`config.mk`:
```
export PLATFORM = sky130hd
export DESIGN_NAME = rob_top
export DESIGN_NICKNAME = d
export VERILOG_FILES = /design/src/hw/rob_pkg.sv /design/src/hw/rob_valid_if.sv /design/src/hw/rob_alloc_ctrl.sv /design/src/hw/rob_ready_tracker.sv /design/src/hw/rob_storage.sv /design/src/hw/rob_top.sv /design/src/hw/rob_valid_bank.sv
export SDC_FILE = /design/constraint.sdc
export NUM_CORES = 1
export LEC_CHECK = 0
export ABC_CLOCK_PERIOD_IN_PS = 3000
export BUFFER_PORTS_ARGS = -buffer_cell sky130_fd_sc_hd__buf_2
export CORE_MARGIN = 8
export CORE_UTILIZATION = 64
export CTS_BUF_LIST = sky130_fd_sc_hd__clkbuf_2 sky130_fd_sc_hd__clkbuf_4 sky130_fd_sc_hd__clkbuf_8
export CTS_CLUSTER_DIAMETER = 60
export CTS_CLUSTER_SIZE = 40
export DETAILED_ROUTE_END_ITERATION = 7
export HOLD_SLACK_MARGIN = 0.15
export PLACE_DENSITY = 0.82
export SLEW_MARGIN = 0
export SYNTH_ARGS = -nofsm -noshare
export SYNTH_HDL_FRONTEND = slang
export SYNTH_SLANG_ARGS = --single-unit
```
`constraint.sdc`:
```
create_clock -name clk -period 3 [get_ports clk]
set_input_delay 0.9 -clock clk [delete_from_list [all_inputs] [get_ports clk]]
set_output_delay 0.9 -clock clk [all_outputs]
set_load 0.01 [all_outputs]
```
`src/hw/rob_pkg.sv`:
```
/*
 * Shared sizes and types for the reorder buffer
 * Entry count, payload and meta-data widths, valid bank count
 * Index, bank address, payload and ready counter types
 */

package rob_pkg;

    // ==============================
    // Sizes
    // ==============================

    // Number of ring entries, kept a power of two so the pointers wrap for free
    localparam int ROB_ENTRIES = 16;
    localparam int DATA_BITS   = 32;
    localparam int META_BITS   = 8;

    // Valid bits are split into banks by the low index bit
    localparam int N_BANKS     = 2;
    localparam int IDX_BITS    = $clog2(ROB_ENTRIES);
    localparam int BANK_DEPTH  = ROB_ENTRIES / N_BANKS;

    // Largest value the ready counter may hold
    localparam int READY_MAX   = 7;

    // ==============================
    // Types
    // ==============================

    typedef logic [IDX_BITS-1:0]  idx_t;
    // Entry index with the bank select bit removed
    typedef logic [IDX_BITS-2:0]  bank_addr_t;
    typedef logic [DATA_BITS-1:0] data_t;
    typedef logic [META_BITS-1:0] meta_t;
    typedef logic [2:0]           ready_cnt_t;

endpackage

```
`src/hw/rob_valid_if.sv`:
```
/*
 * Link between the allocation controller, one valid bank and the ready tracker
 * Write side carries the tagged valid update, read side scans the bank
 */

`timescale 1ns/1ps

interface rob_valid_if
    import rob_pkg::*;
();

    // Tagged valid bit update, one cycle after the data write
    logic       wen;
    bank_addr_t waddr;
    logic       wtag;

    // Scan address from the tracker and the registered bit it returns
    bank_addr_t raddr;
    logic       rdata;

    // Allocation controller steers writes into the bank
    modport writer (output wen, output waddr, output wtag);

    // Ready tracker presents an address and sees the bit a cycle later
    modport reader (output raddr, input rdata);

    // The bank itself
    modport bank (input wen, input waddr, input wtag, input raddr, output rdata);

endinterface

```
`src/hw/rob_alloc_ctrl.sv`:
```
/*
 * Allocation controller for the reorder buffer
 * Newest and oldest ring pointers, full flag and valid tag
 * Registered write stage that tags each write and steers it to a valid bank
 */

`timescale 1ns/1ps

module rob_alloc_ctrl
    import rob_pkg::*;
(
    input  logic         clk,
    input  logic         reset,
    input  logic         alloc,
    input  logic         deq_en,
    input  logic         wr_en,
    input  idx_t         wr_idx,
    output logic         not_full,
    output idx_t         alloc_idx,
    output idx_t         oldest,
    rob_valid_if.writer  banks [N_BANKS]
);

    // ==============================
    // Ring pointers
    // ==============================

    idx_t newest;
    // Tag that marks an entry valid on the current trip of the oldest pointer
    logic valid_tag;

    // The ring counts as full when one more allocation would land on the oldest entry
    assign not_full  = (newest + idx_t'(1)) != oldest;
    assign alloc_idx = newest;

    always_ff @(posedge clk)
    begin
        if (reset)
        begin
            newest    <= '0;
            oldest    <= '0;
            valid_tag <= 1'b1;
        end
        else
        begin
            if (alloc)
                newest <= newest + idx_t'(1);
            if (deq_en)
            begin
                oldest <= oldest + idx_t'(1);
                // Retiring the last index starts a new trip, so the meaning of the tag flips
                if (&oldest)
                    valid_tag <= ~valid_tag;
            end
        end
    end

    // ==============================
    // Write tagging and steering
    // ==============================

    logic wr_en_q;
    idx_t wr_idx_q;
    logic wtag_q;

    // Indices below the oldest pointer already belong to the next trip
    always_ff @(posedge clk)
    begin
        wr_idx_q <= wr_idx;
        wtag_q   <= (wr_idx >= oldest) ? valid_tag : ~valid_tag;
        if (reset)
            wr_en_q <= 1'b0;
        else
            wr_en_q <= wr_en;
    end

    // Low index bit picks the bank, the remaining bits address within it
    for (genvar b = 0; b < N_BANKS; b++)
    begin : g_steer
        assign banks[b].wen   = wr_en_q && (wr_idx_q[0] == b[0]);
        assign banks[b].waddr = wr_idx_q[IDX_BITS-1:1];
        assign banks[b].wtag  = wtag_q;
    end

endmodule

```
`src/hw/rob_ready_tracker.sv`:
```
/*
 * Ready tracker for the reorder buffer
 * Scans the two valid banks in turn, in ring order
 * Counts entries whose data has arrived and drives not_empty
 */

`timescale 1ns/1ps

module rob_ready_tracker
    import rob_pkg::*;
(
    input  logic         clk,
    input  logic         reset,
    input  logic         deq_en,
    output logic         not_empty,
    rob_valid_if.reader  banks [N_BANKS]
);

    // Per-bank scan index, the bank under test and the tag it must match
    bank_addr_t rd_idx [N_BANKS];
    logic       bank_sel;
    logic       target_tag;
    ready_cnt_t ready_cnt;

    // Bank read bits gathered into a vector so the selected one can be picked
    logic [N_BANKS-1:0] rd_bits;

    for (genvar b = 0; b < N_BANKS; b++)
    begin : g_scan
        assign banks[b].raddr = rd_idx[b];
        assign rd_bits[b]     = banks[b].rdata;
    end

    // ==============================
    // Readiness test
    // ==============================

    // The next entry in ring order is ready when its bit carries this trip's tag
    // Counting stops at the saturation point and resumes once entries drain
    logic becomes_ready;

    assign becomes_ready = (rd_bits[bank_sel] == target_tag) &&
                           (ready_cnt != ready_cnt_t'(READY_MAX));

    always_ff @(posedge clk)
    begin
        if (reset)
        begin
            for (int b = 0; b < N_BANKS; b++)
                rd_idx[b] <= '0;
            bank_sel   <= 1'b0;
            target_tag <= 1'b1;
        end
        else if (becomes_ready)
        begin
            rd_idx[bank_sel] <= rd_idx[bank_sel] + bank_addr_t'(1);
            // Entries alternate banks, so the next one lives in the other bank
            bank_sel <= ~bank_sel;
            // Passing the last entry of bank 1 completes a trip around the ring
            if (bank_sel && (&rd_idx[1]))
                target_tag <= ~target_tag;
        end
    end

    // ==============================
    // Ready count and not_empty
    // ==============================

    always_ff @(posedge clk)
    begin
        if (reset)
        begin
            ready_cnt <= '0;
            not_empty <= 1'b0;
        end
        else
        begin
            ready_cnt <= ready_cnt - ready_cnt_t'(deq_en) + ready_cnt_t'(becomes_ready);
            // Non-zero next count, without waiting for the counter itself
            not_empty <= becomes_ready ||
                         (ready_cnt > ready_cnt_t'(1)) ||
                         ((ready_cnt == ready_cnt_t'(1)) && !deq_en);
        end
    end

endmodule

```
`src/hw/rob_storage.sv`:
```
/*
 * Payload storage for the reorder buffer
 * Data memory with a registered write, meta-data memory written at allocation
 * Both read at the oldest index through two output registers
 */

`timescale 1ns/1ps

module rob_storage
    import rob_pkg::*;
(
    input  logic  clk,
    input  logic  alloc,
    input  idx_t  alloc_idx,
    input  meta_t alloc_meta,
    input  logic  wr_en,
    input  idx_t  wr_idx,
    input  data_t wr_data,
    input  idx_t  oldest,
    output data_t first,
    output meta_t first_meta
);

    data_t data_mem [ROB_ENTRIES];
    meta_t meta_mem [ROB_ENTRIES];

    // Write stage, so data lands in step with its valid bit
    logic  wr_en_q;
    idx_t  wr_idx_q;
    data_t wr_data_q;

    // Two read stages give the fixed dequeue latency
    data_t data_s1;
    meta_t meta_s1;

    always_ff @(posedge clk)
    begin
        wr_en_q   <= wr_en;
        wr_idx_q  <= wr_idx;
        wr_data_q <= wr_data;
        if (wr_en_q)
            data_mem[wr_idx_q] <= wr_data_q;
        if (alloc)
            meta_mem[alloc_idx] <= alloc_meta;
        data_s1    <= data_mem[oldest];
        meta_s1    <= meta_mem[oldest];
        first      <= data_s1;
        first_meta <= meta_s1;
    end

endmodule

```
`src/hw/rob_top.sv`:
```
/*
 * Reorder buffer top level
 * Allocation controller, two valid banks, ready tracker and payload storage
 */

`timescale 1ns/1ps

module rob_top
    import rob_pkg::*;
(
    input  logic  clk,
    input  logic  reset,
    input  logic  alloc,
    input  meta_t alloc_meta,
    output logic  not_full,
    output idx_t  alloc_idx,
    input  logic  wr_en,
    input  idx_t  wr_idx,
    input  data_t wr_data,
    input  logic  deq_en,
    output logic  not_empty,
    output data_t first,
    output meta_t first_meta
);

    // Oldest allocated index, shared by the controller and storage
    idx_t oldest;

    // One link per valid bank
    rob_valid_if valid_if [N_BANKS] ();

    rob_alloc_ctrl i_alloc_ctrl (
        .clk       (clk),
        .reset     (reset),
        .alloc     (alloc),
        .deq_en    (deq_en),
        .wr_en     (wr_en),
        .wr_idx    (wr_idx),
        .not_full  (not_full),
        .alloc_idx (alloc_idx),
        .oldest    (oldest),
        .banks     (valid_if)
    );

    // ==============================
    // Valid banks
    // ==============================

    for (genvar b = 0; b < N_BANKS; b++)
    begin : g_bank
        rob_valid_bank i_valid_bank (
            .clk   (clk),
            .reset (reset),
            .port  (valid_if[b])
        );
    end

    rob_ready_tracker i_ready_tracker (
        .clk       (clk),
        .reset     (reset),
        .deq_en    (deq_en),
        .not_empty (not_empty),
        .banks     (valid_if)
    );

    rob_storage i_storage (
        .clk        (clk),
        .alloc      (alloc),
        .alloc_idx  (alloc_idx),
        .alloc_meta (alloc_meta),
        .wr_en      (wr_en),
        .wr_idx     (wr_idx),
        .wr_data    (wr_data),
        .oldest     (oldest),
        .first      (first),
        .first_meta (first_meta)
    );

endmodule

```
`src/hw/rob_valid_bank.sv`:
```
/*
 * One bank of tagged valid bits
 * Flip-flop array cleared by reset, synchronous write
 * Registered read that forwards a same-cycle write to the read address
 */

`timescale 1ns/1ps

module rob_valid_bank
    import rob_pkg::*;
(
    input  logic      clk,
    input  logic      reset,
    rob_valid_if.bank port
);

    // One tag bit per entry of this bank
    logic [BANK_DEPTH-1:0] tag_bits;

    // A write that hits the address being read is seen at once
    logic hit;
    logic rd_bit;

    assign hit    = port.wen && (port.waddr == port.raddr);
    assign rd_bit = hit ? port.wtag : tag_bits[port.raddr];

    // ==============================
    // Bit array and read register
    // ==============================

    always_ff @(posedge clk)
    begin
        if (reset)
        begin
            // All bits start at 0, so the first trip looks for a tag of 1
            tag_bits   <= '0;
            port.rdata <= 1'b0;
        end
        else
        begin
            if (port.wen)
                tag_bits[port.waddr] <= port.wtag;
            port.rdata <= rd_bit;
        end
    end

    // Bits are never cleared on dequeue
    // The tag written on the next trip simply has the other polarity

endmodule

```
==> results.sh, run 1 <==
export IMPL_ys_async_sr_fraction=0
export IMPL_grt_pass1_vias=13910
export IMPL_synthCells=1373
export IMPL_slew_viol_final=0
export IMPL_status="finished clean"
export IMPL_insertion_delay_ns=0.69
export IMPL_cts_resized=1
export IMPL_synthToLayoutAreaGrowth_pct=8.516
export IMPL_power_density_nw_per_um2=611.2
export IMPL_holdWs_ns=0.3018
export IMPL_relSlewSlack=0.2978
export IMPL_yosys_area_top_type="edfxtp_1"
export IMPL_p_switching_uw=4373
export IMPL_drt_wl_total_um=54440
export IMPL_swShare=0.2304
export IMPL_grt_max_degree=49
export IMPL_viasPerCell=6.252
export IMPL_tritoncts="yes"
export IMPL_drive_gt1_frac=0.2629
export IMPL_crit_fanout=6
export IMPL_place_congestion=0.8027
export IMPL_post_route_period_util=0.9556
export IMPL_synth_flop_cell="edfxtp_1"
export IMPL_cts_htree_levels=2
export IMPL_overflow=0
export IMPL_p_clk_frac=0.272
export IMPL_drc=0
export IMPL_antenna_cells=0
export IMPL_io_pins=95
export IMPL_synth_top_cell_area_share=0.6778
export IMPL_yosysSeqAreaShare=0.7848
export IMPL_rows=77
export IMPL_synth_seq_cells=799
export IMPL_fmax_mhz=348.8
export IMPL_critPathRequiredTime_ns=2.10
export IMPL_ys_types=38
export IMPL_grtUsageTotal=0.2160
export IMPL_final_util=0.7023
export IMPL_cts_buffers_inserted=40
export IMPL_start_util=0.6472
export IMPL_design_core_area_sq_um=44220
export IMPL_min_period_ns=2.867
export IMPL_drtAntennaViolNets=0
export IMPL_cp_arrival_ns=1.97
export IMPL_syn_avg_cell_area_sq_um=20.84
export IMPL_finClkSkew_ns=0.02930
export IMPL_setup_viol=0
export IMPL_fill_cells=2527
export IMPL_tns_ns=0
export IMPL_worst_pin_slew_ns=1.051
export IMPL_seq_power_share=0.662
export IMPL_cts_setup_buffers=0
export IMPL_die_w_um=227.5
export IMPL_drt_pass1_iterations=5
export IMPL_clock_path_buffers=3
export IMPL_ctsRootBufferMaster="clkbuf_8"
export IMPL_clkTransAtPathRegs_ns=0.16
export IMPL_wl_per_cell_um=25.90
export IMPL_grt_antenna_before_repair=1
export IMPL_place_hpwl_um=32760
export IMPL_io_buffers=94
export IMPL_synth_edff_count=646
export IMPL_netlist_area_sq_um=28620
export IMPL_grt_pass1_wl_um=83100
export IMPL_vdd_drop_max_mv=0.5965
export IMPL_p_leak_uw=0.009968
export IMPL_synth_area_leaders="edfxtp_1, mux4_2, dfxtp_1"
export IMPL_finalHoldViolations=0
export IMPL_min_path_type="in -> reg"
export IMPL_yosysWarningCount=0
export IMPL_p_int_uw=14610
export IMPL_cp_start_kind="flip-flop"
export IMPL_cts_sinks=799
export IMPL_comb_power_share=0.066
export IMPL_via_count=13140
export IMPL_synth_fp_nets=1436
export IMPL_holdBufCountCts=0
export IMPL_endpoint_kind="output pin"
export IMPL_path_class="reg -> out"
export IMPL_die_h_um=227.5
export IMPL_nNetsFinal=1541
export IMPL_drt_iter0_markers=1219
export IMPL_dieArea_sq_um=51740
export IMPL_drv_cap=0
export IMPL_rsz0062_at_grt="no"
-- synthesized netlist by cell type, types with 2 or more instances --
| cell | count |
|---|---|
| inv_1 | 13 |
| and2_1 | 18 |
| a22oi_1 | 80 |
| nor2b_1 | 5 |
| o21ai_0 | 19 |
| nand2b_1 | 5 |
| buf_2 | 20 |
| mux2_2 | 2 |
| nand3_1 | 5 |
| xnor2_1 | 15 |
| a211oi_1 | 3 |
| clkbuf_1 | 37 |
| and3_1 | 3 |
| edfxtp_1 | 646 |
| a21oi_1 | 19 |
| buf_6 | 8 |
| mux2i_1 | 6 |
| xor2_1 | 8 |
| nand4_1 | 6 |
| or3_1 | 12 |
| nor2_1 | 44 |
| o21bai_1 | 2 |
| ha_1 | 13 |
| dfxtp_1 | 153 |
| nand2_1 | 52 |
| nand3b_1 | 4 |
| mux4_2 | 164 |
-- layout by cell type (no fill, tap or decap), types with 19 or more instances in the layout --
cell type,instances
a21oi_1,19
a22oi_1,80
buf_2,94
buf_4,22
clkbuf_8,41
dfxtp_1,149
edfxtp_1,646
mux4_2,164
nand2_1,52
nor2_1,24
nor2_4,20
o21ai_0,19
-- path summary, 6_finish.rpt --
check | start | end | slack (ns) | depth (start not counted)
min reg2reg | i_storage.data_s1[17] | i_storage.first[17] | 0.33 | 0
max | i_alloc_ctrl.oldest[2] | not_full | 0.13 | 4
max reg2reg | i_storage.wr_idx_q[0] | i_storage.data_mem[0][23] | 0.67 | 3
min | wr_data[4] | i_storage.wr_data_q[4] | 0.30 | 1
-- stage by stage --
stage	total power (uW)	setup WS (ns)	instances	cell area, sq um
finish	18980	0.1332	2102	31060
global route	19580	0.004151	2102	31060
CTS	19100	0.03433	2102	31050
detailed placement	14090	0.6765	2028	30080
global placement	14030	0.6544	2028	30080
floorplan	13600	0.3247	1373	28620
-- cell type report --
| cell class | instances | area, sq um | area share |
|---|---|---|---|
| sequential | 799 | 22470 | 0.7236 |
| multi-input combinational | 493 | 5918 | 0.1906 |
| timing repair buffer | 129 | 895.9 | 0.02885 |
| tap | 592 | 740.7 | 0.02385 |
| clock buffer | 45 | 594.3 | 0.01914 |
| clock inverter | 29 | 380.4 | 0.01225 |
| inverter | 15 | 56.30 | 0.001813 |
-- power groups by stage --
stage	sequential, uW	combinational, uW	clock, uW
after floorplan	12700	857	0
after global placement	12800	1250	0
after detailed placement	12800	1280	0
after CTS	12600	1280	5260
after global routing	12600	1360	5610
final	12600	1260	5160
-- per-layer routing --
| layer | track usage | vias up | routed length [um] |
|---|---|---|---|
| met3 | 0.03813 | 109 | 4006 |
| li1 | - | 5717 | - |
| met4 | 0.07036 | 0 | 1749 |
| met2 | 0.3558 | 549 | 26960 |
| met5 | 0 | - | 0 |
| met1 | 0.2955 | 6766 | 21720 |
-- registers in the layout, indices dropped and copies added (netlist names), 4 cells and up, named ones only --
register and count:
g_bank.i_valid_bank.tag_bits 16, i_alloc_ctrl.alloc_idx 4, i_alloc_ctrl.oldest 4, i_ready_tracker.rd_idx 6
i_storage.data_mem 512, i_storage.data_s1 32, i_storage.first 32, i_storage.first_meta 8
i_storage.meta_mem 128, i_storage.meta_s1 8, i_storage.wr_data_q 32, i_storage.wr_idx_q 4
-- worst max-delay path, stage by stage (launching register included) --
cell and delay [ns]:
dfxtp_1 0.46, clkinv_1 0.32, xnor2_1 0.26, nand4_1 0.10, buf_2 0.15
-- cells by family after synthesis --
group	synth area share
AO/OA/AOI/OAI	0.02925
XOR/XNOR	0.007039
adder cells (fa/ha/maj)	0.006383
buffers and inverters	0.01373
flip-flops	0.7848
multiplexers	0.1319
AND/OR/NAND/NOR	0.02684
Note: power is estimated with default switching activity, not from simulation.
==> inputs of run 2 (changes only) <==
--- a/config.mk
+++ b/config.mk
@@ -15,6 +15,7 @@
 export DETAILED_ROUTE_END_ITERATION = 7
 export HOLD_SLACK_MARGIN = 0.15
 export PLACE_DENSITY = 0.82
+export SETUP_SLACK_MARGIN = 0.15
 export SLEW_MARGIN = 0
 export SYNTH_ARGS = -nofsm -noshare
 export SYNTH_HDL_FRONTEND = slang
==> run 2 against run 1 <==
Effect of this change:
- die area stayed put
- critical path depth decreased by 1
- cell count is 0.19% higher
- clock power is essentially flat
- sequential share of layout area fell by 0.13 points
- clock skew grew 0.0018 ns
- first-iteration DRC count is 4.0% higher
- final area is 0.23% higher
- total power rose by 0.12%
- via count rose by 1.3%
- maximum frequency grew 2.7%
- worst hold slack worse by 0.0037 ns
==> results.sh, run 2 (synthesis gave the netlist of run 1 again) <==
export IMPL_r2r_end="i_storage.data_mem[0][23]"
export IMPL_min_period_ns=2.791
export IMPL_drtAntennaViolNets=0
export IMPL_die_w_um=227.5
export IMPL_rsz0062_at_grt="yes"
export IMPL_largest_register="i_storage.data_mem"
export IMPL_grt_antenna_before_repair=1
export IMPL_grtUsageTotal=0.2164
export IMPL_cts_sinks=799
export IMPL_overflow=0
export IMPL_finClkSkew_ns=0.03105
export IMPL_wl_per_cell_um=26.00
export IMPL_clkTransAtPathRegs_ns=0.15
export IMPL_final_common_cell="edfxtp_1"
export IMPL_path_class="reg -> out"
export IMPL_finalHoldViolations=0
export IMPL_tritoncts="yes"
export IMPL_grt_pass1_vias=13930
export IMPL_worst_pin_slew_ns=1.036
export IMPL_min_to="i_storage.wr_data_q[11]"
export IMPL_synthToLayoutAreaGrowth_pct=8.761
export IMPL_fill_cells=2517
export IMPL_io_buffers=94
export IMPL_slew_viol_final=0
export IMPL_grt_pass1_wl_um=83230
export IMPL_endpoint_kind="output pin"
export IMPL_drive_gt1_frac=0.2688
export IMPL_place_congestion=0.8027
export IMPL_cts_htree_levels=2
export IMPL_rrSetupSlack_ns=0.67
export IMPL_setup_viol=0
export IMPL_crit_fanout=21
export IMPL_antenna_cells=0
export IMPL_top_regs="i_storage.data_mem (512), i_storage.meta_mem (128)"
export IMPL_cp_start_kind="flip-flop"
export IMPL_start_util=0.6472
export IMPL_fmax_mhz=358.3
export IMPL_ff2ff_path_depth=3
export IMPL_post_route_period_util=0.9304
export IMPL_grt_max_degree=49
export IMPL_drt_wl_total_um=54750
export IMPL_p_leak_uw=0.009995
export IMPL_rows=77
export IMPL_io_pins=95
export IMPL_hp_start="wr_data[11]"
export IMPL_vdd_drop_max_mv=0.6009
export IMPL_clock_path_buffers=3
export IMPL_critPathRequiredTime_ns=2.10
export IMPL_drt_iter0_markers=1268
export IMPL_die_h_um=227.5
export IMPL_drc=0
export IMPL_status="finished clean"
export IMPL_drt_pass1_iterations=5
export IMPL_largest_reg_flops=512
export IMPL_design_core_area_sq_um=44220
export IMPL_final_cell_mix="edfxtp_1, mux4_2, dfxtp_1"
export IMPL_cp_arrival_ns=1.89
export IMPL_via_count=13310
export IMPL_hold_path_depth=1
export IMPL_final_util=0.7039
export IMPL_tns_ns=0
export IMPL_holdBufCountCts=0
export IMPL_min_path_type="in -> reg"
export IMPL_place_hpwl_um=32760
export IMPL_drv_cap=0
export IMPL_cts_buffers_inserted=40
export IMPL_insertion_delay_ns=0.69
export IMPL_ctsRootBufferMaster="clkbuf_8"
export IMPL_relSlewSlack=0.3078
export IMPL_power_density_nw_per_um2=610.5
export IMPL_nNetsFinal=1545
export IMPL_r2r_start="i_storage.wr_idx_q[0]"
export IMPL_viasPerCell=6.321
export IMPL_dieArea_sq_um=51740
==> run 2: through the flow <==
stage	hold slack (ns)	cell area (sq um)	std cells	setup WS, ns	power (uW)
after global placement	0.3117	30080	2028	0.6544	14030
final	0.2981	31130	2106	0.2087	19000
after floorplan	0.3096	28620	1373	0.3247	13600
after global routing	0.2546	31130	2106	0.1344	19590
after detailed placement	0.3121	30080	2028	0.6765	14090
after CTS	0.2564	31060	2102	0.1683	19100
==> run 2: routing by layer <==
layer	track usage	wire, um	vias to the layer above
met2	0.3568	26940	642
li1	-	-	5727
met3	0.03813	4434	118
met1	0.2958	21550	6825
met5	0	0	-
met4	0.07036	1823	0
==> run 2: repair_timing <==
item | in CTS | in global routing
pin swaps | 0 | 4
cloned | 0 | 0
buffers inserted | 0 | 4
endpoints found under the setup margin | 1 | 1
gates resized for setup | 5 | 7
==> run 2: worst max path at each step <==
stage	start	to	cells past startpoint
after floorplan	i_storage.wr_idx_q[2]	i_storage.data_mem[8][0]	3
after global placement	deq_en	i_ready_tracker.ready_cnt[2]	7
after detailed placement	deq_en	i_ready_tracker.ready_cnt[2]	7
after CTS	i_alloc_ctrl.alloc_idx[1]	not_full	5
after global routing	i_alloc_ctrl.alloc_idx[0]	not_full	5
final	i_alloc_ctrl.oldest[0]	not_full	3
==> run 2: power breakdown <==
part / leakage (uW) / switching (uW) / total [uW] / internal (uW)
sequential: 0.00713 / 237 / 12600 / 12300
clock: 0.000478 / 3500 / 5170 / 1670
combinational: 0.00239 / 650 / 1280 / 627
total: 0.0100 / 4390 / 19000 / 14600
==> run 2: area by class of cell <==
type / count / area [sq um] / share of cell area
timing repair buffer: 133 / 925.9 / 0.02975
clock inverter: 29 / 380.4 / 0.01222
clock buffer: 45 / 594.3 / 0.01909
multi-input combinational: 493 / 5948 / 0.1911
inverter: 15 / 57.56 / 0.001849
tap: 592 / 740.7 / 0.02380
sequential: 799 / 22480 / 0.7222
==> run 2: worst max-delay path, cell delays in order, from the launching register on <==
cell     delay (ns)
dfxtp_4        0.67
xor2_1         0.24
nand4_1        0.14
buf_2          0.17
==> inputs of run 3 (changes only) <==
--- a/config.mk
+++ b/config.mk
@@ -8,15 +8,16 @@
 export ABC_CLOCK_PERIOD_IN_PS = 3000
 export BUFFER_PORTS_ARGS = -buffer_cell sky130_fd_sc_hd__buf_2
 export CORE_MARGIN = 8
-export CORE_UTILIZATION = 64
+export CORE_UTILIZATION = 56
 export CTS_BUF_LIST = sky130_fd_sc_hd__clkbuf_2 sky130_fd_sc_hd__clkbuf_4 sky130_fd_sc_hd__clkbuf_8
 export CTS_CLUSTER_DIAMETER = 60
 export CTS_CLUSTER_SIZE = 40
 export DETAILED_ROUTE_END_ITERATION = 7
 export HOLD_SLACK_MARGIN = 0.15
-export PLACE_DENSITY = 0.82
+export PLACE_DENSITY = 0.75
 export SETUP_SLACK_MARGIN = 0.15
 export SLEW_MARGIN = 0
 export SYNTH_ARGS = -nofsm -noshare
 export SYNTH_HDL_FRONTEND = slang
+export SYNTH_HIERARCHICAL = 1
 export SYNTH_SLANG_ARGS = --single-unit
==> run 3 against run 2 <==
Effect of this change:
- total power is 3.2% higher
- routed wire length grew 0.91%
- die area is 15% higher
- non-clock buffer count increased by 4
- largest power group unchanged
- critical path type unchanged
- sequential power is essentially flat
- flip-flop and latch count is 4 higher
- register-to-register slack worse by 0.11 ns
==> results.sh, run 3 <==
export IMPL_wl_per_cell_um=25.12
export IMPL_cp_arrival_ns=2.01
export IMPL_place_congestion=0.7684
export IMPL_dieArea_sq_um=59670
export IMPL_vdd_drop_max_mv=0.3932
export IMPL_crit_slowest_cell="dfxtp_2"
export IMPL_fill_cells=3393
export IMPL_yosysWarningCount=6
export IMPL_min_path_type="reg -> reg"
export IMPL_rsz0062_at_grt="yes"
export IMPL_top_regs="i_storage/data_mem (512), i_storage/meta_mem (128)"
export IMPL_seq_power_share=0.643
export IMPL_multiInputGateArea_sq_um=6330
export IMPL_path_class="reg -> out"
export IMPL_path_cells="ha_4 -> xor2_4 -> nor4b_4 -> a21oi_2 -> buf_2"
export IMPL_netlist_area_sq_um=29180
export IMPL_synth_flop_cell="edfxtp_1"
export IMPL_cp_start_kind="flip-flop"
export IMPL_antenna_cells=0
export IMPL_synthToLayoutAreaGrowth_pct=9.287
export IMPL_overflow=0
export IMPL_setup_viol=0
export IMPL_yosys_area_top_type="edfxtp_1"
export IMPL_cts_sinks=803
export IMPL_largest_register="i_storage/data_mem"
export IMPL_grt_pass1_vias=13670
export IMPL_max_stage_delay_ns=0.37
export IMPL_ys_types=50
export IMPL_drv_cap=0
export IMPL_post_route_period_util=0.9702
export IMPL_power_uw=19620
export IMPL_tritoncts="yes"
export IMPL_tns_ns=0
export IMPL_insertion_delay_ns=0.69
export IMPL_worst_pin_slew_ns=1.034
export IMPL_relSlewSlack=0.3105
export IMPL_viasPerCell=6.047
export IMPL_design_core_area_sq_um=51410
export IMPL_drtAntennaViolNets=0
export IMPL_crit_fanout=2
export IMPL_synth_top_cell_area_share=0.6648
export IMPL_finClkSkew_ns=0.04984
export IMPL_nNetsFinal=1546
export IMPL_synth_area_leaders="edfxtp_1, dfxtp_1, mux4_2"
export IMPL_clock_path_buffers=3
export IMPL_synth_commonest_cells="edfxtp_1, dfxtp_1, mux4_2"
export IMPL_min_period_ns=2.911
export IMPL_synth_fp_nets=1434
export IMPL_swShare=0.2419
export IMPL_grt_antenna_before_repair=1
export IMPL_synth_edff_count=646
export IMPL_fmax_mhz=343.6
export IMPL_grt_pass1_wl_um=84490
export IMPL_ys_async_sr_fraction=0
export IMPL_ctsRootBufferMaster="clkbuf_8"
export IMPL_slew_viol_final=0
export IMPL_largest_reg_flops=512
export IMPL_synthCells=1374
export IMPL_p_switching_uw=4747
export IMPL_yosysMostFrequentCell="edfxtp_1"
export IMPL_p_leak_uw=0.01034
export IMPL_syn_avg_cell_area_sq_um=21.24
export IMPL_io_pins=95
export IMPL_comb_power_share=0.065
export IMPL_die_w_um=244.3
export IMPL_grt_max_degree=165
export IMPL_io_buffers=94
export IMPL_cts_htree_levels=2
export IMPL_synth_seq_cells=803
export IMPL_die_h_um=244.3
export IMPL_status="finished clean"
export IMPL_drt_wl_total_um=55250
export IMPL_p_int_uw=14870
export IMPL_p_clk_frac=0.292
export IMPL_finalHoldViolations=0
export IMPL_drt_pass1_iterations=5
export IMPL_drive_gt1_frac=0.2368
export IMPL_grtUsageTotal=0.1851
export IMPL_start_util=0.5677
export IMPL_rows=83
export IMPL_final_common_cell="edfxtp_1"
export IMPL_drt_iter0_markers=1322
export IMPL_layout_area_seq_sq_um=22560
export IMPL_yosysSeqAreaShare=0.7725
export IMPL_drc=0
export IMPL_power_density_nw_per_um2=615.2
export IMPL_critPathRequiredTime_ns=2.10
export IMPL_via_count=13300
export IMPL_clkTransAtPathRegs_ns=0.16
export IMPL_endpoint_kind="output pin"
export IMPL_final_cell_mix="edfxtp_1, dfxtp_1, mux4_2"
export IMPL_place_hpwl_um=29620
export IMPL_cts_buffers_inserted=44
[run 3: cell count changes in the layout (fill, tap and decap cells not counted), moves of 13 or more]
cell     previous run  this run
mux2i_1             6        22
o21ai_0            19         1
mux4_1              0        64
mux4_2            164       100
and2_1             18         1
a21oi_1            19         0
nor3_1              0        13
nor2_1             24        41
[run 3: per-stage QoR]
stage | setup slack (ns) | area, sq um | util | hold slack, ns | std cells
5_1_grt | 0.01395 | 31890 | 0.6204 | 0.2321 | 2200
3_5_place_dp | 0.3792 | 30580 | 0.5948 | 0.3121 | 2119
6_report | 0.08948 | 31890 | 0.6204 | 0.2999 | 2200
2_1_floorplan | 0.3691 | 29200 | - | 0.3096 | 1374
4_1_cts | 0.04670 | 31860 | 0.6197 | 0.2352 | 2200
3_3_place_gp | 0.4843 | 30580 | 0.5948 | 0.3154 | 2119
[run 3: cell families after synthesis]
logic type	count (synthesis)	synth area share
adders and majority gates	11	0.004974
buffers and inverters	80	0.01852
muxes	188	0.1431
AOI/OAI and AO/OA	95	0.02418
DFF	803	0.7725
xor gates and xnor gates	21	0.006303
and+or+nand+nor	176	0.03044
[run 3: layout make-up]
type,instances,share of cell area
Sequential cell,803,0.7073
Multi-Input combinational cell,491,0.1985
Timing Repair Buffer,137,0.02801
Tap cell,680,0.02668
Clock buffer,48,0.02032
Clock inverter,32,0.01816
Inverter,9,0.001059
[run 3: path summary, 6_finish.rpt]
| kind | startpoint | end | slack [ns] | cells past startpoint |
|---|---|---|---|---|
| worst max-delay path | i_alloc_ctrl/alloc_idx[0] | not_full | 0.09 | 5 |
| worst min-delay path | i_storage/data_s1[23] | i_storage/first[23] | 0.30 | 0 |
| worst max register to register | i_ready_tracker/bank_sel | i_ready_tracker/ready_cnt[2] | 0.56 | 10 |
| worst min register to register | i_storage/data_s1[23] | i_storage/first[23] | 0.30 | 0 |
[run 3: what timing repair did]
| item | in CTS | in global routing |
|---|---|---|
| setup buffers | 1 | 0 |
| hold endpoints to repair | 0 | 0 |
| pin swaps | 4 | 3 |
| setup endpoints to repair | 1 | 1 |
| resized for setup | 9 | 5 |
| hold buffers | 0 | 0 |
| gates cloned | 0 | 0 |
[run 3: per-layer routing]
layer	up-vias	track usage	part of all wire
met5	-	0	0
met1	6928	0.2537	0.40
met4	0	0.04031	0.017
met3	64	0.03346	0.075
li1	5808	-	-
met2	503	0.3117	0.50
[run 3: power groups by stage]
stage	Combinational [uW]	Sequential [uW]	Clock, uW
2_1_floorplan	903	12800	0
3_3_place_gp	1250	12800	0
3_5_place_dp	1270	12900	0
4_1_cts	1290	12600	5900
5_1_grt	1370	12700	6270
6_report	1270	12600	5740
[run 3: worst max-delay path: cells and delay by family (launching register included)]
| kind | cells | cell delay, ns |
|---|---|---|
| flip-flops | 1 | 0.37 |
| AND/OR/NAND/NOR | 1 | 0.28 |
| buffers and inverters | 1 | 0.15 |
| XOR/XNOR | 1 | 0.16 |
| adder cells (fa/ha/maj) | 1 | 0.26 |
| AO/OA/AOI/OAI | 1 | 0.10 |
